--- src/source/dot_matrix_pkg.sv ---
package dot_matrix_pkg;

    // matrix geometry.
    localparam int MATRIX_ROWS = 8;
    localparam int MATRIX_COLS = 8;

    // countdown pacing.
    localparam int STEP_CYCLES = 64;  // clocks per digit step.
    localparam int START_DIGIT = 7;
    localparam int STEP_BITS   = $clog2(STEP_CYCLES);

    // displayed digit, 0 to 7.
    typedef logic [2:0] digit_t;

    // row number on the matrix.
    typedef logic [$clog2(MATRIX_ROWS)-1:0] row_idx_t;

    // one row of columns, bit 7 is the leftmost dot.
    typedef logic [MATRIX_COLS-1:0] col_bits_t;

    typedef enum logic [1:0]
    {
        color_red,
        color_yellow,  // both leds lit.
        color_green
    } color_t;

    // colour rule: high digits red, middle yellow, low green.
    function automatic color_t color_of(input digit_t d);
        if (d >= digit_t'(4))
        begin
            return color_red;
        end
        else if (d >= digit_t'(2))
        begin
            return color_yellow;
        end
        else
        begin
            return color_green;
        end
    endfunction

endpackage

--- src/source/frame_wr_if.sv ---
`timescale 1ns/1ps

interface frame_wr_if
    import dot_matrix_pkg::*;
();

    logic      wr_en;     // one row per strobe.
    row_idx_t  wr_row;
    col_bits_t wr_red;
    col_bits_t wr_green;
    logic      commit;    // back page is complete.

    modport render
    (
        output wr_en, wr_row, wr_red, wr_green, commit
    );

    modport store
    (
        input wr_en, wr_row, wr_red, wr_green, commit
    );

endinterface

--- src/source/countdown_render.sv ---
`timescale 1ns/1ps

module countdown_render
    import dot_matrix_pkg::*;
(
    input  logic         clk,
    input  logic         rst,
    input  logic         st,
    output digit_t       digit,
    output logic         running,
    frame_wr_if.render   wr
);

    localparam int RND_BITS = $clog2(MATRIX_ROWS + 1);
    localparam logic [RND_BITS-1:0] COMMIT_SLOT = RND_BITS'(MATRIX_ROWS);
    localparam logic [STEP_BITS-1:0] STEP_LAST = STEP_BITS'(STEP_CYCLES - 1);

    // glyph table, indexed [digit][row].
    localparam col_bits_t GLYPH [8][MATRIX_ROWS] = '{
        '{8'h00, 8'h3c, 8'h42, 8'h42, 8'h42, 8'h42, 8'h42, 8'h3c},  // 0.
        '{8'h00, 8'h18, 8'h18, 8'h38, 8'h18, 8'h18, 8'h18, 8'h7e},  // 1.
        '{8'h00, 8'h3c, 8'h66, 8'h06, 8'h0c, 8'h30, 8'h60, 8'h7e},  // 2.
        '{8'h00, 8'h3c, 8'h66, 8'h06, 8'h1c, 8'h06, 8'h66, 8'h3c},  // 3.
        '{8'h00, 8'h0c, 8'h1c, 8'h2c, 8'h4c, 8'h7e, 8'h0c, 8'h0c},  // 4.
        '{8'h00, 8'h7e, 8'h60, 8'h7c, 8'h06, 8'h06, 8'h66, 8'h3c},  // 5.
        '{8'h00, 8'h3c, 8'h60, 8'h7c, 8'h66, 8'h66, 8'h66, 8'h3c},  // 6.
        '{8'h00, 8'h7e, 8'h06, 8'h0c, 8'h18, 8'h30, 8'h30, 8'h30}   // 7.
    };

    logic [STEP_BITS-1:0] step_cnt;
    logic                 step_hit;
    logic                 digit_chg;
    logic                 rnd_act;
    logic [RND_BITS-1:0]  rnd_cnt;
    row_idx_t             rnd_row;
    col_bits_t            glyph_bits;
    color_t               color;

    assign step_hit  = running && (step_cnt == STEP_LAST);
    assign digit_chg = st || step_hit;  // digit loads or steps on this edge.

    // step prescaler and down counter.
    always_ff @(posedge clk or posedge rst)
    begin
        if (rst)
        begin
            digit    <= '0;
            running  <= 1'b0;
            step_cnt <= '0;
        end
        else if (st)
        begin
            digit    <= digit_t'(START_DIGIT);
            running  <= 1'b1;
            step_cnt <= '0;
        end
        else if (running)
        begin
            if (step_hit)
            begin
                step_cnt <= '0;
                digit    <= digit - digit_t'(1);
                if (digit == digit_t'(1))
                    running <= 1'b0;  // hold at zero.
            end
            else
            begin
                step_cnt <= step_cnt + 1'b1;
            end
        end
    end

    // render walks rows 0..7, then one commit slot.
    always_ff @(posedge clk or posedge rst)
    begin
        if (rst)
        begin
            rnd_act <= 1'b0;
            rnd_cnt <= '0;
        end
        else if (digit_chg)
        begin
            rnd_act <= 1'b1;  // restart on any change.
            rnd_cnt <= '0;
        end
        else if (rnd_act)
        begin
            if (rnd_cnt == COMMIT_SLOT)
                rnd_act <= 1'b0;
            else
                rnd_cnt <= rnd_cnt + 1'b1;
        end
    end

    assign rnd_row    = row_idx_t'(rnd_cnt);
    assign glyph_bits = GLYPH[digit][rnd_row];
    assign color      = color_of(digit);

    always_comb
    begin
        wr.wr_red   = '0;
        wr.wr_green = '0;
        case (color)
            color_red:    wr.wr_red = glyph_bits;
            color_yellow:
            begin
                wr.wr_red   = glyph_bits;
                wr.wr_green = glyph_bits;
            end
            default:      wr.wr_green = glyph_bits;
        endcase
    end

    assign wr.wr_en  = rnd_act && (rnd_cnt != COMMIT_SLOT);
    assign wr.wr_row = rnd_row;
    assign wr.commit = rnd_act && (rnd_cnt == COMMIT_SLOT);

endmodule

--- src/source/frame_buffer.sv ---
`timescale 1ns/1ps

module frame_buffer
    import dot_matrix_pkg::*;
(
    input  logic       clk,
    input  logic       rst,
    frame_wr_if.store  wr,
    input  row_idx_t   rd_row,
    output col_bits_t  rd_red,
    output col_bits_t  rd_green
);

    col_bits_t red_mem   [2][MATRIX_ROWS];
    col_bits_t green_mem [2][MATRIX_ROWS];

    logic front_sel;  // page being scanned.
    logic back_sel;
    logic swap_pend;
    logic swap;

    assign back_sel = ~front_sel;

    // swap only after the last row is addressed, so a frame is never split.
    assign swap = swap_pend && !wr.wr_en && (rd_row == row_idx_t'(MATRIX_ROWS - 1));

    always_ff @(posedge clk or posedge rst)
    begin
        if (rst)
        begin
            for (int p = 0; p < 2; p++)
            begin
                for (int r = 0; r < MATRIX_ROWS; r++)
                begin
                    red_mem[p][r]   <= '0;
                    green_mem[p][r] <= '0;
                end
            end
        end
        else if (wr.wr_en)
        begin
            red_mem[back_sel][wr.wr_row]   <= wr.wr_red;
            green_mem[back_sel][wr.wr_row] <= wr.wr_green;
        end
    end

    always_ff @(posedge clk or posedge rst)
    begin
        if (rst)
        begin
            front_sel <= 1'b0;
            swap_pend <= 1'b0;
        end
        else
        begin
            // a new render overwrites the back page, drop any stale commit.
            if (wr.wr_en)
                swap_pend <= 1'b0;
            else if (wr.commit)
                swap_pend <= 1'b1;
            else if (swap)
                swap_pend <= 1'b0;

            if (swap)
                front_sel <= back_sel;
        end
    end

    // registered read from the front page.
    always_ff @(posedge clk or posedge rst)
    begin
        if (rst)
        begin
            rd_red   <= '0;
            rd_green <= '0;
        end
        else
        begin
            rd_red   <= red_mem[front_sel][rd_row];
            rd_green <= green_mem[front_sel][rd_row];
        end
    end

endmodule

--- src/source/matrix_scan.sv ---
`timescale 1ns/1ps

module matrix_scan
    import dot_matrix_pkg::*;
(
    input  logic      clk,
    input  logic      rst,
    output row_idx_t  rd_row,
    input  col_bits_t rd_red,
    input  col_bits_t rd_green,
    output col_bits_t row,
    output col_bits_t colr,
    output col_bits_t colg
);

    row_idx_t scan_row;  // row whose data is on rd_red/rd_green.
    logic     scan_vld;

    // free running, one row per clock.
    always_ff @(posedge clk or posedge rst)
    begin
        if (rst)
            rd_row <= '0;
        else
            rd_row <= rd_row + 1'b1;
    end

    // delayed copy tracks the buffer read latency.
    always_ff @(posedge clk or posedge rst)
    begin
        if (rst)
        begin
            scan_row <= '0;
            scan_vld <= 1'b0;
        end
        else
        begin
            scan_row <= rd_row;
            scan_vld <= 1'b1;
        end
    end

    always_ff @(posedge clk or posedge rst)
    begin
        if (rst)
        begin
            row  <= '1;  // all rows off.
            colr <= '0;
            colg <= '0;
        end
        else
        begin
            row  <= scan_vld ? ~(col_bits_t'(1) << scan_row) : '1;
            colr <= rd_red;
            colg <= rd_green;
        end
    end

endmodule

--- src/source/dot_matrix_top.sv ---
`timescale 1ns/1ps

module dot_matrix_top
    import dot_matrix_pkg::*;
(
    input  logic      clk,
    input  logic      rst,
    input  logic      st,
    output col_bits_t row,
    output col_bits_t colr,
    output col_bits_t colg,
    output digit_t    digit,
    output logic      running
);

    frame_wr_if wr_if ();

    row_idx_t  rd_row;
    col_bits_t rd_red;
    col_bits_t rd_green;

    // countdown and glyph renderer.
    countdown_render countdown_render_i
    (
        .clk     (clk),
        .rst     (rst),
        .st      (st),
        .digit   (digit),
        .running (running),
        .wr      (wr_if.render)
    );

    frame_buffer frame_buffer_i
    (
        .clk      (clk),
        .rst      (rst),
        .wr       (wr_if.store),
        .rd_row   (rd_row),
        .rd_red   (rd_red),
        .rd_green (rd_green)
    );

    // row scan out to the matrix.
    matrix_scan matrix_scan_i
    (
        .clk      (clk),
        .rst      (rst),
        .rd_row   (rd_row),
        .rd_red   (rd_red),
        .rd_green (rd_green),
        .row      (row),
        .colr     (colr),
        .colg     (colg)
    );

endmodule

--- config.mk ---
export PLATFORM = sky130hd
export DESIGN_NAME = dot_matrix_top
export DESIGN_NICKNAME = d
export VERILOG_FILES = /design/src/source/dot_matrix_pkg.sv /design/src/source/frame_wr_if.sv /design/src/source/countdown_render.sv /design/src/source/frame_buffer.sv /design/src/source/matrix_scan.sv /design/src/source/dot_matrix_top.sv
export SDC_FILE = /design/constraint.sdc
export NUM_CORES = 1
export LEC_CHECK = 0
export CAP_MARGIN = 20
export CORE_ASPECT_RATIO = 0.7
export CORE_MARGIN = 4
export CORE_UTILIZATION = 25
export CTS_BUF_LIST = sky130_fd_sc_hd__clkbuf_4 sky130_fd_sc_hd__clkbuf_8
export CTS_CLUSTER_DIAMETER = 30
export DETAILED_ROUTE_END_ITERATION = 12
export DONT_BUFFER_PORTS = 1
export MAX_ROUTING_LAYER = met4
export PLACE_DENSITY = 0.4
export SLEW_MARGIN = 5
export SYNTH_ARGS = -nofsm -noshare
export SYNTH_HDL_FRONTEND = slang
export SYNTH_SLANG_ARGS = --single-unit
--- constraint.sdc ---
create_clock -name clk -period 8.36 [get_ports clk]
set_clock_uncertainty 0.05 [all_clocks]
set_input_delay 0 -clock clk [delete_from_list [all_inputs] [get_ports clk]]
set_output_delay 0 -clock clk [all_outputs]
set_load 0.005 [all_outputs]
== Word level (Yosys, flattened, before mapping) ==
Memory sizes are Yosys's and may differ from the RTL's.
Cells that the tools add are included.
Storage, ports and cells
  register bits after elaboration: 320
  memory bits (read-only): 512
  bits of input ports: 3
  output and inout port bits: 28
  logic and storage cells: 140
  memories kept: 1
Memory list
  (name not given): words 8, width 64, rd ports 1, clocked after memory_dff 0, wr ports 0, RTL line countdown_render.sv:96  | assign glyph_bits = GLYPH[digit][rnd_row];
Cells by class
  add/subtract/negate cells: 4
  magnitude comparators: 9
  equal/unequal tests: 7
  shift-type cells: 1
  muxes and demuxes: 47
  bitwise operators: 7
  reduce and logical (&&, ||, !) cells: 17
Operators by type and width (count)
  $mux W64: 9
  $bwmux W128: 2
  $mux W8: 10
  $bmux W8 S3: 3
  $demux W64 S1: 1
  $demux W8 S3: 1
  $mux W6: 3
  $ge A4 B4 Y1 const B: 3
  $mux W4: 3
  $not A3 Y4: 3
  $mux W1: 10
  $mux W3: 3
  $not A8 Y8: 1
  $shl A1 B3 Y8 const A: 1
  $logic_and A1 B1 Y1: 7
  $add A6 B1 Y6 const B: 1
  $eq A6 B6 Y1 const B: 1
  $reduce_bool A2 Y1: 3
  $add A4 B1 Y4 const B: 1
  $eq A4 B4 Y1 const B: 1
  $ge A2 B2 Y1 const B: 2
  $lt A4 B1 Y1 const B: 1
  $mux W2: 2
  $ne A4 B4 Y1 const B: 1
  17 further kinds: 19

== Logic depth before layout (Yosys ltp) ==
Gate-level depths: netlist (run 1).
  word-level depth: 9
  depth in mapped cells: 11
  depth with buffers taken out: 7

== By module ==
From an unflattened synthesis (run 1), not the netlist that was laid out.
Second synthesis, totals
  cell total of the unflattened synthesis: 968
  area total of the unflattened synthesis: 14521.4 um^2
By module, submodules not included
  frame_buffer: times used 1, cells an instance 735, area each 12092.8 um^2, sequential area each 6856.6 um^2
  countdown_render: times used 1, cells an instance 189, area each 1534.0 um^2, sequential area each 375.4 um^2
  matrix_scan: times used 1, cells an instance 44, area each 894.6 um^2, sequential area each 785.8 um^2

== Worst setup path before layout (run 1) ==
No wires, ideal clock.
  path kind: register -> register
  start: register countdown_render_i.digit[0]
  end: register frame_buffer_i.green_mem[17] (netlist name)
  setup time: 0.121 ns
  arrival time: 2.348 ns
  path slack: 5.841 ns
  cell stages (with the launch flop): 10
  buffers on the path: 2
  period minus slack after synthesis: 2.519 ns
  cells stage by stage: dfrtp_1 inv_1 ha_1 clkbuf_1 nor2b_1 a21oi_2 a21oi_1 or4_4 buf_6 a22o_1
Between the ends
  word-level cells in the longest chain between the ends: 9
Ends and longest elaborated chain
  from (decl): RTL line countdown_render.sv:9  | output digit_t digit,
  from (signal assigned): RTL line countdown_render.sv:53  | digit <= digit_t'(START_DIGIT);
  from (signal assigned): RTL line countdown_render.sv:62  | digit <= digit - digit_t'(1);
  $not A3 Y4 (implied by the code): RTL line countdown_render.sv:96
  $mem_v2 Z8 W64
  $mux W64 (implied by the code) (2 in series): RTL line countdown_render.sv:96
  $bmux W8 S3: RTL line countdown_render.sv:96
  $mux W8 (implied by the code) (2 in series): RTL line countdown_render.sv:96
  $mux W8 (*): RTL line countdown_render.sv:103  | case (color)
  $bwmux W128 (*): RTL line frame_buffer.sv:43  | green_mem[back_sel][wr.wr_row] <= wr.wr_green;
  to (signal, indexed assignment): RTL line frame_buffer.sv:43
  to (decl): RTL line frame_buffer.sv:15  | col_bits_t green_mem [2][MATRIX_ROWS];
Every way passes the cells marked *; elsewhere a longest branch is shown, timed or not. The select of a mux whose other input is x is not followed.
A chain may end at the register's enable or synchronous reset.

== Final worst setup path (run 1) ==
  start: register countdown_render_i.digit[0]
  end: register frame_buffer_i.red_mem[30] (netlist name)
Between the ends
  word-level cells in the longest chain between the ends: 9
Ends and longest elaborated chain
  $not A3 Y4 (implied by the code): RTL line countdown_render.sv:96
  $mem_v2 Z8 W64
  $mux W64 (implied by the code) (2 in series): RTL line countdown_render.sv:96
  $bmux W8 S3: RTL line countdown_render.sv:96
  $mux W8 (implied by the code) (2 in series): RTL line countdown_render.sv:96
  $mux W8 (*): RTL line countdown_render.sv:103
  $bwmux W128 (*): RTL line frame_buffer.sv:42  | red_mem[back_sel][wr.wr_row] <= wr.wr_red;
  to (signal, indexed assignment): RTL line frame_buffer.sv:42
  to (decl): RTL line frame_buffer.sv:14  | col_bits_t red_mem [2][MATRIX_ROWS];
Marked as above.

==> results.txt, run 1 <==
- Summed over all layers, the global routing overflow is 0.
- In the post-synthesis netlist, the biggest area contributors are dfrtp_1 55%, mux4_2 12%, a22o_1 6.0%.
- Post-CTS Resized: 0
- The final route contains 6,727 vias.
- Static timing analysis puts the maximum clock frequency at 330 MHz.
- Num CTS Buffers: 51
* CTS max path bufs: 3
* Area share of the largest cell type after synthesis: 54.9%
- Unrepaired setup endpoints after global routing: false
- Fraction of synthesis flops using an asynchronous set or reset pin: 100%
- The library cell used most frequently in the layout, excluding fill and tap cells, is dfrtp_1.
* Total Routing Usage GR: 13.6%
* Depth of the worst register-to-register path: 7
- Cells with a size suffix above 1 make up 23.7% of the layout.
- Clock tree synthesis selected as its root buffer the cell clkbuf_8.
* Number of input and output port buffers inserted: 0
* Arrival time of the worst setup path: 3430 ps
- Area of the multi-input gates: 4360 sq um
* Cell area after synthesis: 10,900 sq um
- Power spread over the standard cell area amounts to 248 nW/um^2.
- Worst R2R Setup Slack: 5330 ps
- The number of global-route vias before repair was 7,041.
- Number of iterations in the first detailed-routing pass: 4
- Required time of the worst setup path: 8760 ps
- Total length of routed wires: 30.6 mm
- After the last flow step, the layout net total stands at 866.
* Layout Area Growth over Synthesis: 16.5%
* Leakage Power: 5.64 nW
* Final min period: 3030 ps
* Combined flip-flop and latch cell area: 6220 sq um
* Predominant post-synthesis flop cell: dfrtp_1
- After clock tree synthesis, the clock-pin slew on the worst setup and hold paths is 60 ps.
- H-tree depth: 2
- After routing the design area is 12,700 sq um.
- Total of warnings raised by yosys: 0
* Endpoints failing hold: 0
* Horizontal extent of the die: 258 um
* Max Cap Viol: 0
- The worst pin sits at a relative slew slack of 29.0%.
- Setup TNS after final layout: 0 ps
* Vias per inst: 4.56
- At the pin with the least slew margin, the transition time is 1060 ps.
- Maximum vdd drop: 0.0985 mV
- The min-delay analysis places its worst path in the category in2async.
- Post CTS Setup Buffer Count: 0
- The number of hold buffers added after CTS was 2.
* Number of instances in the synthesized netlist: 844
- Flip-flop and latch count after synthesis: 248
- Number of max-slew violations in the final report: 0
- For this run, design rule violations remaining after detail routing come to 0.
- TritonCTS built the clock tree.
- Routability-driven placement finished with a final weighted congestion of 0.789.
* Final setup violating endpoints: 0
* Antenna violations before repair: 0
* Type of destination of the critical path: flip-flop
- The tree built by TritonCTS fans out to 248 sinks.
- For this run, the share of the core covered by cells in the final layout is 29.7%.
* Area of the die: 47,200 sq um
- # fillers: 4,328
* Worst skew pair latency: 590 ps
- Cell area after placement: 11,400 sq um
- Crit Path Class: reg2reg
* Count of routing violations after the opening detailed-route iteration: 411
* Ant diodes: 0
- The library cells used most frequently in the layout, excluding fill and tap cells, are 237 x dfrtp_1, 92 x nand2_1, 75 x a22o_1, 62 x clkbuf_8, 60 x mux4_2.
* Height of the chip: 183 um
* Row cnt: 63
* Register area share after synthesis: 56.9%
- Entering global routing, the biggest net connects 144 pins.
- Number of antenna-violating nets in the routed design: 0
- Of all cell types, the one taking the most synthesized area is dfrtp_1.
- Once the floorplan was initialized, standard cells occupied 25.5% of the core.
* Maximum net fanout on the critical path: 10
- Crit path launch type: flip-flop
* Number of enable-type register cells in the synthesized netlist: 0
- After floorplanning, the core was sized to cover 42,800 sq um.
- Detailed placement ended at an HPWL of 18.6 mm.
- Of the available clock period, the critical path in the final layout requires 36.3%.
- Counting distinct cell types in the post-synthesis netlist gives 62.
* Global-route wire length before repair: 47.5 mm
- The average instance in the mapped netlist occupies 13.0 sq um.
- Number of top-level design ports: 31
- After detailed routing, the average wire length per cell comes to 20.7 um.
- The flow ran to the end, and the final reports show no timing, DRC or antenna violations.
[path summary, 6_finish.rpt]
kind,end,from
min in group clk,countdown_render_i.step_cnt[2]$_DFFE_PP0N_,st
max in group asynchronous,countdown_render_i.digit[2]$_DFFE_PP0P_,rst
worst min register to register,matrix_scan_i.colr[6]$_DFF_PP0_,frame_buffer_i.rd_red[6]$_DFF_PP0_
worst max-delay path,frame_buffer_i.red_mem[30]$_DFFE_PP0P_,countdown_render_i.digit[0]$_DFFE_PP0P_
worst min-delay path,matrix_scan_i.scan_row[0]$_DFF_PP0_,rst
worst max register to register,frame_buffer_i.red_mem[30]$_DFFE_PP0P_,countdown_render_i.digit[0]$_DFFE_PP0P_
[sequential cells by signal (all words and copies together) (netlist names), 4 cells and up]
| name | flops |
|---|---|
| matrix_scan_i.row | 8 |
| countdown_render_i.rnd_cnt | 4 |
| frame_buffer_i.red_mem | 96 |
| countdown_render_i.step_cnt | 6 |
| matrix_scan_i.colg | 6 |
| frame_buffer_i.rd_red | 6 |
| matrix_scan_i.colr | 6 |
| frame_buffer_i.rd_green | 6 |
| frame_buffer_i.green_mem | 96 |
[power breakdown]
part	internal, mW	leakage [nW]	switching [mW]	total (mW)
clock	0.993	0.664	0.580	1.57
combinational	0.0944	1.62	0.137	0.232
sequential	1.30	3.35	0.0628	1.36
total	2.38	5.64	0.780	3.16
[critical path, cell delays in order, from the launching register on]
cell      delay [ps]
dfrtp_1          550
inv_1            240
ha_1             480
nand2_1          150
o21ai_0          100
o311ai_1         730
nor3_2           260
mux2_2           340
[metrics by stage]
step           setup slack [ps]  power, mW  std cells  hold slack [ps]
2_1_floorplan              1510       1.54        847              234
6_report                   5330       3.16       1474             2.41
4_1_cts                    5270       3.22       1474             15.2
3_3_place_gp               5260       1.61       1379             2.50
3_5_place_dp               5280       1.62       1379             4.68
5_1_grt                    5050       3.32       1474             68.0
[synth_stat cells, types with 5 or more instances]
master and number:
nand4_1 6, nor2_1 52, and2_1 19, o21ai_1 18, a22o_1 75, buf_4 9, mux4_2 60, mux2_2 24
o31ai_1 5, buf_1 7, dfrtp_1 240, o21ai_0 39, dfstp_2 8, nand2b_1 13, nand3_1 5, nand2_1 92
a21oi_1 9, inv_1 6, ha_1 14, nor2b_1 22, clkbuf_1 30, buf_6 6, buf_2 9, xnor2_1 7
[kinds of logic (layout without fill, tap and decap cells)]
logic type | Yosys count | after routing | share of synthesized area, %
compound gates | 178 | 178 | 11.8
xor+xnor | 11 | 11 | 0.881
mux | 90 | 90 | 15.4
simple gates | 230 | 230 | 10.0
fa+ha+maj | 14 | 14 | 1.60
other cells | 2 | 5 | 0.0687
flops | 248 | 248 | 56.9
buf+inv | 71 | 113 | 3.39
[final cells by class]
class	instances	area share, %
Sequential cell	248	48.9
Multi-Input combinational cell	528	34.2
Clock buffer	70	7.17
Tap cell	585	5.75
Clock inverter	23	2.87
Timing Repair Buffer	11	0.786
Inverter	9	0.344
[layer usage]
layer,up-vias,routed length (um),GRT usage (%)
li1,3086,-,-
met1,3436,15600,20.9
met2,157,12000,17.5
met3,48,2410,3.78
met4,0,497,3.08
met5,-,0,-
Power figures use the tool's default switching activity.
==> inputs of run 2 (changes only) <==
Clock period 8.36 ns to 2.8 ns, I/O delays scaled along.
==> run 2 against run 1 <==
Effect of this change:
- cell area is 3.5% higher
- global-route usage barely moved
- die area stayed put
- power increased to 3.1 times the previous value
- sequential share of layout area shrank 1.6 points
==> results.txt, run 2 (synthesized netlist as in run 1, its figures left out) <==
* Result of the run: finished, final reports clean
* Total length of routed wires: 30.5 mm
- Leakage Power: 5.88 nW
* Drt wl/cell: 20.1 um
- Once layout is complete, the utilization of the core stands at 30.8%.
* Final critical-path share of the clock period: 89.7%
- Capture point of the critical path: frame_buffer_i.green_mem[41]$_DFFE_PP0P_
- Vias per inst: 4.59
- Class of the most critical hold timing path: in2async
* Number of input and output port buffers inserted: 0
- Final setup violating endpoints: 0
* Summed area of non-filler cells in the final layout: 13,200 sq um
- Total Routing Usage GR: 13.6%
- Summing all placed instances gives a cell area of 11,800 sq um.
- In this run, the combinational gates consume 7.9% of the power.
- The die covers 47,200 sq um.
* Sequential share of power: 41.8%
- Layout Area Growth over Synthesis: 20.5%
- The worst setup path is of the reg2reg kind.
* Placer congestion estimate: 0.824
- 31 I/O pins were placed.
* Relative slew slack: 37.0%
- Most common cell after layout, fill and taps aside: dfrtp_1
* Top library cells by usage in the layout, fill and taps aside: 237 x dfrtp_1, 92 x nand2_1, 75 x a22o_1, 60 x mux4_2, 60 x clkbuf_8
- Global-route wire length before repair: 47.8 mm
- Number of antenna-violating nets in the routed design: 0
- Horizontal extent of the die: 258 um
* Number of global-route vias before repair: 7,281
- Beginning of the worst register-to-register path: countdown_render_i.rnd_cnt[1]$_DFFE_PP0P_
- Power density over the cells: 736 nW/um^2
- Num CTS Buffers: 51
- Before antenna repair, the detailed router went through 5 iterations.
- CTS built an H-tree with a depth of 2.
- Endpoints failing hold: 0
* Worst skew pair latency: 600 ps
* Number of vias in the routed layout: 6,969
- Fraction of power consumed by the clock network: 50.3%
- Initial cell density of the core: 25.5%
- Ant diodes: 0
* Worst R2R Setup Slack: 290 ps
- Setup repair after global routing left no endpoint under its margin.
- The number of max-slew violations in the final report is 0.
- The worst register-to-register path ends at frame_buffer_i.green_mem[41]$_DFFE_PP0P_.
* Final #Nets: 907
- The floorplan has 63 rows.
- Cell Int Power: 7.33 mW
- For met1 alone, demand over resource in global routing was 21.1%.
- Net switching is 24.4% of the power.
- Maximum vdd drop: 0.375 mV
* Core area: 42,800 sq um
- The first routing iteration left 410 violations.
* Switching pwr: 2.37 mW
- Post-CTS Resized: 0
* Type of destination of the critical path: flip-flop
- TritonCTS clock tree: done
- For the pin with the worst max-slew slack, the measured transition is 942 ps.
- Buffers added to address setup during post-CTS repair amount to 0.
- Min Hold Slack: 28.6 ps
- In the global route stage, met3 resource usage came out at 3.19%.
- Timing-limited maximum frequency: 398 MHz
- In the final layout, the registers with the most flip-flops are frame_buffer_i.green_mem (96), frame_buffer_i.red_mem (96), matrix_scan_i.row (8).
- Fraction of layout cells with a size suffix above 1: 27.1%
- Required time of the worst setup path: 3290 ps
* Hold-fix buffer count after cts: 3
* Clock root buffer master: clkbuf_8
* Remaining design rule violation count: 0
- Crit path launch type: flip-flop
- Final min period: 2510 ps
* CTS max path bufs: 3
- For the worst setup path, the data arrival time is 3000 ps.
* Clk sink count: 248
- Across the run, the number of max-cap violations was 0.
- The initial antenna violation count was 3.
* Largest net degree at the start of global routing: 85
- Clock-pin slew was measured on the worst setup and hold paths at 60 ps.
- Grt total ovfl: 0
- Critical Path Start: countdown_render_i.rnd_cnt[1]$_DFFE_PP0P_
- Most utilized layer in the global route result: met1
- In this run the worst path has a maximum fanout of 17.
* Global-route met2 utilization: 17.6%
* HPWL after DPL: 19.4 mm
- Height of the chip: 183 um
- Depth of the worst register-to-register path: 7
-- run 2: cell types whose count changed in the layout (fill, tap and decap cells not counted), sizes merged --
cell	previous run	this run
buf	9	49
clkinv	13	10
clkinvlp	1	4
dlygate4sd3	2	3
bufinv	9	11
-- run 2: worst max-delay path, cell delays in order, from the launching register on --
cell and delay (ps):
dfrtp_1 590, inv_4 90, ha_1 190, nand2_1 100, and4bb_1 300, nand2_1 450, nor2_1 470, a22o_1 190
-- run 2: worst min path at each step --
stage	startpoint	end	slack [ps]	cells past startpoint
global route	rst	frame_buffer_i.green_mem[17]$_DFFE_PP0P_	50	3
detailed placement	rst	matrix_scan_i.rd_row[2]$_DFF_PP0_	-70	1
CTS	rst	frame_buffer_i.green_mem[17]$_DFFE_PP0P_	40	3
floorplan	st	countdown_render_i.step_cnt[1]$_DFFE_PP0N_	230	2
finish	rst	frame_buffer_i.green_mem[17]$_DFFE_PP0P_	30	3
global placement	rst	matrix_scan_i.rd_row[2]$_DFF_PP0_	-70	1
-- run 2: cell type report --
cell class                 count  area [sq um]
inverter                       9          40.0
clock buffer                  70           901
timing repair buffer          52           498
sequential                   248          6220
multi-input combinational    528          4360
clock inverter                25           427
fill                        4327         29600
tap                          585           732
-- run 2: power by group through the flow --
stage / Combinational (mW) / Clock (mW) / Sequential, mW
3_3_place_gp: 0.764 / 0 / 4.11
6_report: 0.765 / 4.88 / 4.05
4_1_cts: 0.780 / 5.03 / 4.05
2_1_floorplan: 0.577 / 0 / 4.03
5_1_grt: 0.861 / 5.22 / 4.08
3_5_place_dp: 0.771 / 0 / 4.11
-- run 2: layer usage --
metal	wire, um	share of wire [%]
met1	16300	53
met2	12100	40
met3	1660	5.4
met4	480	1.6
met5	0	0
-- run 2: stage by stage --
stage	setup WS [ps]	std cells	setup TNS [ps]	power, mW
floorplan	-503	847	-120770	4.61
global placement	312	1419	0	4.87
detailed placement	249	1419	0	4.88
CTS	209	1517	0	9.85
global route	40.5	1517	0	10.2
finish	289	1517	0	9.70
